===== src/vend_pkg.sv =====
`default_nettype none

package vend_pkg;

    typedef enum logic [2:0] {
        st_idle,
        st_set,
        st_payment,
        st_buy,
        st_change
    } vend_state_t;

    typedef enum logic [1:0] {
        kind_none,
        kind_digit,
        kind_enter,
        kind_space
    } key_kind_t;

    typedef logic [3:0]  bcd_t;    // one digit or display code
    typedef logic [6:0]  money_t;  // 0..99
    typedef logic [15:0] disp_t;   // four digit codes, leftmost on top

    localparam bcd_t digit_minus = 4'd10;
    localparam bcd_t digit_blank = 4'd11;

    localparam money_t money_max   = 7'd99;
    localparam money_t reset_price = 7'd10;
    localparam bcd_t   reset_stock = 4'd9;

    localparam logic [15:0] led_off  = 16'h0000;
    localparam logic [15:0] led_all  = 16'hffff;
    localparam logic [15:0] led_high = 16'hff00;
    localparam logic [15:0] led_low  = 16'h00ff;

    // value added by coin keys 1..4, other keys add nothing
    function automatic money_t coin_value(input bcd_t key);
        money_t value;
        case (key)
            4'd1:    value = 7'd1;
            4'd2:    value = 7'd5;
            4'd3:    value = 7'd10;
            4'd4:    value = 7'd50;
            default: value = 7'd0;
        endcase
        return value;
    endfunction

    // tens digit in the upper nibble
    function automatic logic [7:0] money_to_bcd(input money_t value);
        bcd_t tens;
        bcd_t units;
        tens  = bcd_t'(value / 7'd10);
        units = bcd_t'(value % 7'd10);
        return {tens, units};
    endfunction

endpackage

`default_nettype wire


===== src/display_scan.sv =====
`timescale 1ns/1ns
`default_nettype none

module display_scan #(
    parameter int scan_div = 16384
) (
    input  logic            clk,
    input  logic            rst,
    input  vend_pkg::disp_t nums,
    output logic [6:0]      seg,
    output logic [3:0]      digit
);
    import vend_pkg::*;

    localparam int div_w = (scan_div > 1) ? $clog2(scan_div) : 1;
    localparam logic [div_w-1:0] div_last = div_w'(scan_div - 1);

    logic [div_w-1:0] div_cnt;
    logic [1:0]       sel;
    bcd_t             cur;

    always_ff @(posedge clk or posedge rst) begin
        if (rst) begin
            div_cnt <= '0;
            sel     <= 2'd0;
        end else if (div_cnt == div_last) begin
            div_cnt <= '0;
            sel     <= sel + 2'd1;  // next digit
        end else begin
            div_cnt <= div_cnt + 1'b1;
        end
    end

    assign cur   = nums[{sel, 2'b00} +: 4];
    assign digit = ~(4'b0001 << sel);  // one-cold

    // segments g..a, low lights
    always_comb begin
        case (cur)
            4'd0:        seg = 7'b1000000;
            4'd1:        seg = 7'b1111001;
            4'd2:        seg = 7'b0100100;
            4'd3:        seg = 7'b0110000;
            4'd4:        seg = 7'b0011001;
            4'd5:        seg = 7'b0010010;
            4'd6:        seg = 7'b0000010;
            4'd7:        seg = 7'b1111000;
            4'd8:        seg = 7'b0000000;
            4'd9:        seg = 7'b0010000;
            digit_minus: seg = 7'b0111111;
            default:     seg = 7'b1111111;
        endcase
    end

endmodule

`default_nettype wire


===== src/key_map.sv =====
`timescale 1ns/1ns
`default_nettype none

module key_map (
    input  logic                clk,
    input  logic                rst,
    input  logic                key_valid,
    input  logic [8:0]          key_code,
    output logic                key_event,
    output vend_pkg::key_kind_t key_kind,
    output vend_pkg::bcd_t      key_digit
);
    import vend_pkg::*;

    // main row 0..9, then numeric pad 0..9
    localparam logic [8:0] digit_codes [20] = '{
        9'h045, 9'h016, 9'h01e, 9'h026, 9'h025,
        9'h02e, 9'h036, 9'h03d, 9'h03e, 9'h046,
        9'h070, 9'h069, 9'h072, 9'h07a, 9'h06b,
        9'h073, 9'h074, 9'h06c, 9'h075, 9'h07d
    };
    localparam logic [8:0] enter_code = 9'h05a;
    localparam logic [8:0] space_code = 9'h029;

    key_kind_t kind_lookup;
    bcd_t      digit_lookup;

    always_comb begin
        kind_lookup  = kind_none;
        digit_lookup = '0;
        for (int i = 0; i < 20; i++) begin
            if (key_code == digit_codes[i]) begin
                kind_lookup  = kind_digit;
                digit_lookup = bcd_t'(i % 10);  // both rows give same digit
            end
        end
        if (key_code == enter_code) kind_lookup = kind_enter;
        if (key_code == space_code) kind_lookup = kind_space;
    end

    always_ff @(posedge clk or posedge rst) begin
        if (rst) begin
            key_event <= 1'b0;
            key_kind  <= kind_none;
        end else begin
            key_event <= key_valid && (kind_lookup != kind_none);  // unknown codes dropped
            if (key_valid && (kind_lookup != kind_none)) key_kind <= kind_lookup;
        end
    end

    always_ff @(posedge clk) begin
        if (key_valid) key_digit <= digit_lookup;
    end

    // framed codes arrive far apart, so events never merge
    assert property (@(posedge clk) disable iff (rst) key_event |=> !key_event);

endmodule

`default_nettype wire


===== src/purchase_calc.sv =====
`timescale 1ns/1ns
`default_nettype none

module purchase_calc (
    input  logic                  clk,
    input  logic                  rst,
    input  vend_pkg::vend_state_t state,
    input  vend_pkg::money_t      price,
    input  vend_pkg::bcd_t        stock,
    input  vend_pkg::money_t      paid,
    output vend_pkg::bcd_t        quantity,
    output logic [7:0]            spent_bcd,
    output logic [7:0]            change_bcd
);
    import vend_pkg::*;

    bcd_t       q_best;
    logic [9:0] cost;     // up to 9 x 99
    money_t     spent_next;
    money_t     spent;
    money_t     change;

    // largest count the stock and the payment both allow
    always_comb begin
        q_best = '0;
        for (int q = 1; q <= 9; q++) begin
            if (bcd_t'(q) <= stock && 10'(q) * {3'b0, price} <= {3'b0, paid}) begin
                q_best = bcd_t'(q);
            end
        end
    end

    assign cost       = {6'b0, q_best} * {3'b0, price};
    assign spent_next = money_t'(cost);

    always_ff @(posedge clk or posedge rst) begin
        if (rst) begin
            quantity <= '0;
            spent    <= '0;
            change   <= '0;
        end else begin
            case (state)
                st_idle: begin
                    quantity <= '0;
                    spent    <= '0;
                    change   <= '0;
                end
                st_buy: begin
                    quantity <= q_best;
                    spent    <= spent_next;
                    change   <= paid - spent_next;
                end
                st_change: begin
                    change <= paid - spent;  // refund keeps spent at zero
                end
                default: begin
                    quantity <= quantity;
                end
            endcase
        end
    end

    assign spent_bcd  = money_to_bcd(spent);
    assign change_bcd = money_to_bcd(change);

    // paid is frozen in the controller while a sale is on
    assert property (@(posedge clk) disable iff (rst) spent <= paid);

endmodule

`default_nettype wire


===== src/vend_ctrl.sv =====
`timescale 1ns/1ns
`default_nettype none

module vend_ctrl #(
    parameter int blink_cycles  = 25_000_000,
    parameter int change_cycles = 150_000_000
) (
    input  logic                  clk,
    input  logic                  rst,
    input  logic                  btn_set,
    input  logic                  btn_pay,
    input  logic                  key_event,
    input  vend_pkg::key_kind_t   key_kind,
    input  vend_pkg::bcd_t        key_digit,
    input  vend_pkg::bcd_t        quantity,
    input  logic [7:0]            spent_bcd,
    input  logic [7:0]            change_bcd,
    output vend_pkg::vend_state_t state,
    output vend_pkg::money_t      price,
    output vend_pkg::bcd_t        stock,
    output vend_pkg::money_t      paid,
    output vend_pkg::disp_t       nums,
    output logic [15:0]           led
);
    import vend_pkg::*;

    localparam int cnt_max = (blink_cycles > change_cycles) ? blink_cycles : change_cycles;
    localparam int cnt_w   = $clog2(cnt_max + 1);
    localparam logic [cnt_w-1:0] blink_last  = cnt_w'(blink_cycles - 1);
    localparam logic [cnt_w-1:0] change_last = cnt_w'(change_cycles - 1);

    logic             set_d, pay_d;
    logic             set_rise, pay_rise;
    logic             price_field;  // 0 edits stock, 1 edits price
    logic [cnt_w-1:0] cnt;
    logic [2:0]       phase;        // blink half-period index
    logic             digit_hit, enter_hit, space_hit;
    logic [7:0]       coin_sum;
    money_t           price_shift;
    logic [7:0]       price_bcd, paid_bcd;

    assign digit_hit = key_event && (key_kind == kind_digit);
    assign enter_hit = key_event && (key_kind == kind_enter);
    assign space_hit = key_event && (key_kind == kind_space);

    assign coin_sum    = {1'b0, paid} + {1'b0, coin_value(key_digit)};
    assign price_shift = money_t'(price % 7'd10) * 7'd10 + money_t'(key_digit);
    assign price_bcd   = money_to_bcd(price);
    assign paid_bcd    = money_to_bcd(paid);

    // registered rising edges of the clean button levels
    always_ff @(posedge clk or posedge rst) begin
        if (rst) begin
            set_d    <= 1'b0;
            pay_d    <= 1'b0;
            set_rise <= 1'b0;
            pay_rise <= 1'b0;
        end else begin
            set_d    <= btn_set;
            pay_d    <= btn_pay;
            set_rise <= btn_set & ~set_d;
            pay_rise <= btn_pay & ~pay_d;
        end
    end

    always_ff @(posedge clk or posedge rst) begin
        if (rst) begin
            state       <= st_idle;
            led         <= led_off;
            stock       <= reset_stock;
            price       <= reset_price;
            paid        <= '0;
            price_field <= 1'b0;
            cnt         <= '0;
            phase       <= '0;
        end else begin
            case (state)
                st_idle: begin
                    led <= led_off;
                    if (set_rise) begin
                        state       <= st_set;
                        led         <= led_high;
                        price_field <= 1'b0;
                    end else if (pay_rise) begin
                        state <= st_payment;
                        paid  <= '0;
                    end
                end
                st_set: begin
                    if (space_hit) begin
                        price_field <= ~price_field;
                        led         <= price_field ? led_high : led_low;
                    end else if (digit_hit) begin
                        if (price_field) price <= price_shift;  // shift in from the right
                        else stock <= key_digit;
                    end else if (enter_hit) begin
                        state <= st_idle;
                    end
                end
                st_payment: begin
                    if (digit_hit) begin
                        if (key_digit == 4'd0) paid <= '0;
                        else if (coin_sum > {1'b0, money_max}) paid <= money_max;
                        else paid <= coin_sum[6:0];
                    end else if (enter_hit) begin
                        cnt   <= '0;
                        phase <= '0;
                        led   <= led_all;
                        if (paid >= price && stock != 4'd0) state <= st_buy;
                        else state <= st_change;  // refund
                    end
                end
                st_buy: begin
                    if (cnt == blink_last) begin
                        cnt <= '0;
                        if (phase == 3'd5) begin
                            state <= st_change;
                            led   <= led_all;
                        end else begin
                            phase <= phase + 3'd1;
                            led   <= ~led;
                        end
                    end else begin
                        cnt <= cnt + 1'b1;
                    end
                end
                st_change: begin
                    if (cnt == change_last) begin
                        cnt   <= '0;
                        state <= st_idle;
                        led   <= led_off;
                        stock <= stock - quantity;  // sold items leave the stock
                    end else begin
                        cnt <= cnt + 1'b1;
                    end
                end
                default: state <= st_idle;
            endcase
        end
    end

    always_ff @(posedge clk or posedge rst) begin
        if (rst) begin
            nums <= {4{digit_minus}};
        end else begin
            case (state)
                st_set:     nums <= {stock, digit_minus, price_bcd};
                st_payment: nums <= {digit_blank, digit_blank, paid_bcd};
                st_buy:     nums <= phase[0] ? {4{digit_blank}}
                                             : {quantity, digit_minus, spent_bcd};
                st_change:  nums <= {quantity, digit_minus, change_bcd};
                default:    nums <= {4{digit_minus}};
            endcase
        end
    end

    // stock only ever takes keypad digits or loses sold items
    assert property (@(posedge clk) disable iff (rst) stock <= 4'd9);

endmodule

`default_nettype wire


===== src/vend_top.sv =====
`timescale 1ns/1ns
`default_nettype none

module vend_top #(
    parameter int blink_cycles  = 25_000_000,
    parameter int change_cycles = 150_000_000,
    parameter int scan_div      = 16384
) (
    input  logic        clk,
    input  logic        rst,
    input  logic        btn_set,
    input  logic        btn_pay,
    input  logic        key_valid,
    input  logic [8:0]  key_code,
    output logic [6:0]  seg,
    output logic [3:0]  digit,
    output logic [15:0] led
);
    import vend_pkg::*;

    logic        key_event;
    key_kind_t   key_kind;
    bcd_t        key_digit;
    vend_state_t state;
    money_t      price;
    bcd_t        stock;
    money_t      paid;
    bcd_t        quantity;
    logic [7:0]  spent_bcd;
    logic [7:0]  change_bcd;
    disp_t       nums;

    key_map i_key_map (
        .clk(clk), .rst(rst),
        .key_valid(key_valid), .key_code(key_code),
        .key_event(key_event), .key_kind(key_kind), .key_digit(key_digit)
    );

    vend_ctrl #(
        .blink_cycles(blink_cycles),
        .change_cycles(change_cycles)
    ) i_vend_ctrl (
        .clk(clk), .rst(rst), .btn_set(btn_set), .btn_pay(btn_pay),
        .key_event(key_event), .key_kind(key_kind), .key_digit(key_digit),
        .quantity(quantity), .spent_bcd(spent_bcd), .change_bcd(change_bcd),
        .state(state), .price(price), .stock(stock), .paid(paid),
        .nums(nums), .led(led)
    );

    purchase_calc i_purchase_calc (
        .clk(clk), .rst(rst), .state(state), .price(price), .stock(stock), .paid(paid),
        .quantity(quantity), .spent_bcd(spent_bcd), .change_bcd(change_bcd)
    );

    display_scan #(.scan_div(scan_div)) i_display_scan (
        .clk(clk), .rst(rst), .nums(nums), .seg(seg), .digit(digit)
    );

endmodule

`default_nettype wire


===== config.mk =====
export PLATFORM = sky130hd
export DESIGN_NAME = vend_top
export DESIGN_NICKNAME = d
export VERILOG_FILES = /design/src/vend_pkg.sv /design/src/display_scan.sv /design/src/key_map.sv /design/src/purchase_calc.sv /design/src/vend_ctrl.sv /design/src/vend_top.sv
export SDC_FILE = /design/constraint.sdc
export NUM_CORES = 1
export LEC_CHECK = 0
export BUFFER_PORTS_ARGS = -buffer_cell sky130_fd_sc_hd__buf_4
export CAP_MARGIN = 20
export CORE_AREA = 2 2 206 208
export DETAILED_ROUTE_END_ITERATION = 6
export DIE_AREA = 0 0 208 210
export SYNTH_ARGS = -nofsm -noshare
export SYNTH_HDL_FRONTEND = slang
export SYNTH_SLANG_ARGS = --single-unit

===== constraint.sdc =====
create_clock -name clk -period 12.45 [get_ports clk]
set_clock_uncertainty 0.2 [all_clocks]
set_input_delay 0.6225 -clock clk [delete_from_list [all_inputs] [get_ports clk]]
set_output_delay 0.6225 -clock clk [all_outputs]
set_load 0.01 [all_outputs]

; Yosys cells after proc, flatten, opt, wreduce, memory -nomap -nowiden
; Memory sizes are Yosys's and may differ from the RTL's.
; Index checks and enable logic that the tools add are counted.
[classes]
n_addsub = 9
mul = 7
div_mod_pow = 8
n_lt_le_gt_ge = 20
n_eq_ne = 54
shift = 2
n_mux = 99
bitwise = 8
reduce_logical = 35
[op_table]
columns = cell, n
row1 = 16-bit two-way mux, 9
row2 = 9-bit by 7-bit == test with 1-bit output (second input constant), 13
row3 = 28-bit two-way mux, 4
row4 = 28-bit case mux with 3 select lines, 1
row5 = 16-bit case mux with 5 select lines, 1
row6 = 4-bit two-way mux, 16
row7 = 16-bit case mux with 4 select lines, 1
row8 = 9-bit by 6-bit == test with 1-bit output (second input constant), 7
row9 = 3-bit two-way mux, 21
row10 = 10-bit by 7-bit less-or-equal comparator with 1-bit output, 5
row11 = 7-bit two-way mux, 5
row12 = 28-bit by 1-bit adder with 28-bit output (second input constant), 1
row13 = 7-bit by 4-bit divider with 7-bit output (second input constant), 4
row14 = 28-bit by 25-bit == test with 1-bit output (second input constant), 1
row15 = 28-bit == test (second input constant), 1
row16 = 7-bit by 4-bit remainder unit with 7-bit output (second input constant), 4
row17 = 7-bit case mux with 2 select lines, 2
row18 = 1-bit two-way mux, 25
row19 = 6-bit case mux with 4 select lines, 1
row20 = 2-bit inequality test (second input constant), 11
row21 = 7-bit case mux with 3 select lines, 1
row22 = 3-bit by 7-bit multiplier with 10-bit output (first input constant), 2
row23 = 9-bit by 5-bit == test with 1-bit output (second input constant), 2
row24 = 9-bit by 7-bit less-or-equal comparator with 1-bit output, 2
row25 = other kinds (55), 102
[word_totals]
register_bits = 130
romBits = 112
input_bits = 14
output_inout_bits = 27
wordCells = 265
memories = 1
[mem_list]
columns = memory, words, width, rd, rd_ports_with_merged_regs, wr, line
row1 = (no name shown), 16, 7, 1, 0, 0, display_scan.sv:39  ; case (cur)

; Logic depth before layout (Yosys ltp)
[depth]
word_depth = 25
mapped_depth = 32

; Modules after synthesis
; A second synthesis with hierarchy kept.
[unflattened]
cells_unflattened = 1531
area_unflattened_um2 = 12924.9
[by_module_without_submodules]
columns = module, instances, cells_each, area_per_inst_um2, seq_area_each_um2
row1 = vend_ctrl, 1, 757, 6343.6, 2164.6
row2 = purchase_calc, 1, 572, 4678.2, 450.4
row3 = display_scan, 1, 115, 1187.4, 400.4
row4 = key_map, 1, 87, 715.7, 195.2

; Least setup slack after synthesis
; No wires, ideal clock.
[synth_timing]
path_type = register to register
start = reg i_vend_ctrl.price[2]
end = reg i_purchase_calc.change[6]
t_arrival_ns = 6.717
t_required_ns = 12.115
path_slack_ns = 5.398
stages_incl_launch_ff = 30
synth_period_minus_slack_ns = 7.052
cell_sequence = dfrtp_1 clkinv_1 ha_1 a21o_1 a21oi_1 xor2_1 ha_1 a2111oi_0 nand2_1 a221oi_1 nand2_1 a21oi_1 nor2_1 nor2_1 nand2_1 fa_1 inv_1 fa_1 fa_1 mux2i_1 ha_1 o21ai_0 nand2b_1 a21o_1 a21oi_1 xnor2_1 xnor2_1 o21ai_0 a22oi_1 o21ai_0
[synth_between]
elab_chain_cells = 14
[synth_lines]
columns = element, line
row1 = start: declaration, vend_ctrl.sv:19  ; output vend_pkg::money_t price,
row2 = start signal: assignment, vend_ctrl.sv:71  ; price <= reset_price;
row3 = start signal: assignment, vend_ctrl.sv:94  ; if (price_field) price <= price_shift;
row4 = "parallel branches: the longest is 11 deep, another holds 2-bit by 7-bit multiplier with 9-bit output", n/a
row5 = 4-bit by 7-bit multiplier with 7-bit output *, purchase_calc.sv:33  ; assign cost = {6'b0, q_best} * {3'b0, price};
row6 = 7-bit subtractor *, purchase_calc.sv:51  ; change <= paid - spent_next;
row7 = 7-bit case mux with 3 select lines *, purchase_calc.sv:42  ; case (state)
row8 = end signal: assignment, purchase_calc.sv:51
row9 = end signal: assignment, purchase_calc.sv:54  ; change <= paid - spent;
row10 = end: declaration, purchase_calc.sv:21  ; money_t change;
; Mark *: on every way between the ends.
; A chain may end at the register's enable or synchronous reset.

; Final worst setup path
[layout_timing]
start = reg i_vend_ctrl.price[3]
end = reg i_purchase_calc.change[6]
; The elaborated chain is that of the path after synthesis.

==> metrics.md <==
| Metric | Value |
|---|---|
| Mapped cell area | 12,240 um2 |
| Max_cap viols | 0 |
| Worst setup path start | i_vend_ctrl.price[3]$_DFFE_PP1P_ |
| Post-synthesis compound-gate area fraction | 23.23% |
| Area contributors post-synth | dfrtp_1, ha_1, nor2_1 |
| Clock latency on the worst-skew pair | 0.42 ns |
| Clock root cell | clkbuf_16 |
| Total gr overflow | 0 |
| Pwr Density | roughly 140 nW/um2 |
| Starting Density | 29.51% |
| Via density | 5.426 |
| Initial antenna violation count | 0 |
| Hold Violations, Final | 0 |
| Die Wd | between 200 and 250 um |
| Largest net degree at the start of global routing | 86 |
| Avg WL per Cell | 16.49 um |
| Max frequency | 0.1268 GHz |
| Area share of the largest cell type after synthesis | a little under a quarter |
| Post-synthesis sequential area ratio | 26.23% |
| Leakage | around 0.006 uW |
| Synth Area in XOR/XNOR | 5.754% |
| Post-synth EDFFs | 4 |
| CP arrival | 7.98 ns |
| Die H | about 210 um |
| Layout area overhead | 12.16% |
| Total track usage | 15.39% |
| Worst setup path class | flip-flop to flip-flop |
| Ant. Diodes | 0 |
| GP Congestion | 0.8800 |
| # hold bufs at CTS | 0 |
| Final HPWL DP | around 24,000 um |
| Count of unique library cells instantiated by Yosys | 96 |
| Asr flop ratio synth | 96.85% |
| RSZ-0062 raised after global routing | no |
| Rows | 75 |
| Ys flop type | dfrtp_1 |
| HP Class | primary input to async pin |
| Crit start category | flip-flop |
| Layout cells sized above 1 | 9.248% |
| Die area | 43,680 um2 |
| Fillers | 4,296 |
| Post-CTS sizing | 0 |
| Combinational family with the most area after synthesis | compound AO/OA/AOI/OAI gates |
| Vias in the first global route | 10,750 |
| Minimum clock period | about 8 ns |
| CTS tree | yes |
| VDD IR max | 0.09605 mV |
| First-pass GRT wire length | 55,760 um |
| Status | completed |
| CP Capture Type | flip-flop |
| Max incr delay on CP | ~0.94 ns |
| Setup_tns | 0 ns |
| Total Routed Length | 33,680 um |
| 1st-iter DRT viols | slightly below 900 |
| Top-Level Pins | 41 |
| Crit share post-route | 63.36% |
| ANT nets after route | 0 |
| Commonest cells after routing, fill and taps aside | nor2_1, nand2_1, ha_1, dfrtp_1, a21oi_1 |
| Relative slew slack | ~32% |
| Most common cell after layout, fill and taps aside | nor2_1 |
| Num CTS Buffers | 17 |
| CP required | approximately 13 ns |
| Yosys warns | 0 |
| Clock-pin slew on the worst setup and hold paths | 0.06 ns |
| Dpl ws | between 4 and 5 ns |
| Yosys reg bits | 127 |
| Clock Tree Buf Depth | 2 |
| Synth Instances | 1,477 |
| Post-Synth Simple-Gate Area | 20.00% |
| Detailed-route DRC error count | 0 |
| Vias | 11,080 |
| CP Buf/Inv Count | 2 |
| Adder-Cell Fraction of Synth Area | 18.03% |
| Avg Synthesized Cell Area | 8.288 um2 |
| PortBufs | 40 |
| Sink Count | 127 |
| Drt pass-1 iters | 5 |
| Worst r2r src | i_vend_ctrl.price[3]$_DFFE_PP1P_ |
| Post-synth net total | 1,651 |
| Max Slew Vio Count | 0 |
| Family with the most delay on the worst path | adder cells |
| Fin nets | 1,664 |
| Post-CTS setup buffers | 0 |
| Critical path peak fanout | 26 |
| Post-synthesis mux area share | approximately 2.6% |
| Core Box Area | around 41,000 um2 |
| Crit path max-delay cell type | dfstp_2 |
| Final worst slack | 4.561 ns |
| Post-synth top area cell | dfrtp_1 |
| Setup-failing EPs final | 0 |
| Worst Tran Pin Value | between 1 and 1.5 ns |
| Htree depth | 4 |
[area by class of cell]
class / count / area [um2] / share of cell area, %
clock buffer: 17 / 425.4 / 3.098
clock inverter: 15 / 196.4 / 1.431
inverter: 69 / 261.5 / 1.904
multi-input combinational: 1219 / 8522 / 62.06
sequential: 127 / 3211 / 23.38
tap: 539 / 674.4 / 4.912
timing repair buffer: 56 / 440.4 / 3.208
[through the flow]
stage / cell area [um2] / instances / utilization, % / hold WS (ns) / power [uW]
floorplan: 12240 / 1477 / - / 0.1777 / 1136
global placement: 13080 / 2009 / 31.54 / 0.1849 / 1379
detailed placement: 13080 / 2009 / 31.54 / 0.1898 / 1399
CTS: 13700 / 2041 / 33.04 / 0.04494 / 1935
global route: 13730 / 2042 / 33.10 / 0.07165 / 2069
finish: 13730 / 2042 / 33.10 / 0.04057 / 1934
[worst register-to-register path, delay by kind of cell (launching register included)]
kind | cells | cell delay (ns)
fa+ha+maj | 6 | 2.59
buf+inv | 2 | 0.38
xor+xnor | 3 | 0.51
compound gates | 11 | 2.27
mux | 1 | 0.09
flops | 1 | 0.94
simple gates | 6 | 0.79
[power breakdown]
part	total [uW]	internal, uW	switching [uW]
Combinational	858	327	531
Clock	529	322	207
Sequential	547	487	60.4
Total	1930	1140	798
[cells in the mapped netlist, types with 29 or more instances]
master / n
a21oi_1: 110
nand2_1: 140
nor2_1: 159
ha_1: 138
o21ai_0: 104
dfrtp_1: 113
clkbuf_1: 53
xnor2_1: 47
nand2b_1: 33
nand3_1: 46
inv_1: 66
xor2_1: 29
[kinds of logic after synthesis]
| family | count (synthesis) |
|---|---|
| AND/OR/NAND/NOR | 516 |
| AO/OA/AOI/OAI | 432 |
| adder cells (fa/ha/maj) | 164 |
| buffers and inverters | 131 |
| flip-flops | 127 |
| XOR/XNOR | 78 |
| multiplexers | 29 |
[layer usage]
| metal | wire, um | vias up | GRT usage [%] |
|---|---|---|---|
| met3 | 1645 | 49 | 2.294 |
| li1 | - | 5399 | - |
| met5 | 0 | - | 0 |
| met2 | 15630 | 302 | 25.35 |
| met1 | 15700 | 5330 | 20.94 |
| met4 | 702 | 0 | 4.500 |
[sequential cells by signal, indices dropped and copies added (netlist names)]
signal / flops
i_vend_ctrl.cnt: 28
i_vend_ctrl.led: 16
i_display_scan.div_cnt: 14
i_vend_ctrl.nums: 13
i_purchase_calc.change: 7
i_purchase_calc.spent: 7
i_vend_ctrl.paid: 7
i_vend_ctrl.price: 7
i_key_map.key_digit: 4
i_purchase_calc.quantity: 4
i_vend_ctrl.stock: 4
i_vend_ctrl.phase: 3
i_vend_ctrl.state: 3
i_display_scan.sel: 2
i_key_map.key_kind: 2
i_key_map.key_event: 1
i_vend_ctrl.pay_d: 1
i_vend_ctrl.pay_rise: 1
i_vend_ctrl.price_field: 1
i_vend_ctrl.set_d: 1
i_vend_ctrl.set_rise: 1
[path summary, 6_finish.rpt]
path,end,slack [ns],cells after the start
worst min-delay path,i_display_scan.div_cnt[7]$_DFF_PP0_,0.04,2
max in group asynchronous,i_vend_ctrl.led[5]$_DFFE_PP0P_,10.80,4
worst max register to register,i_purchase_calc.change[6]$_DFFE_PP0P_,4.56,29
worst max-delay path,i_purchase_calc.change[6]$_DFFE_PP0P_,4.56,29
min in group clk,i_vend_ctrl.pay_d$_DFF_PP0_,0.12,1
worst min register to register,i_vend_ctrl.set_rise$_DFF_PP0_,0.20,1
(Power assumes the default switching activity.)
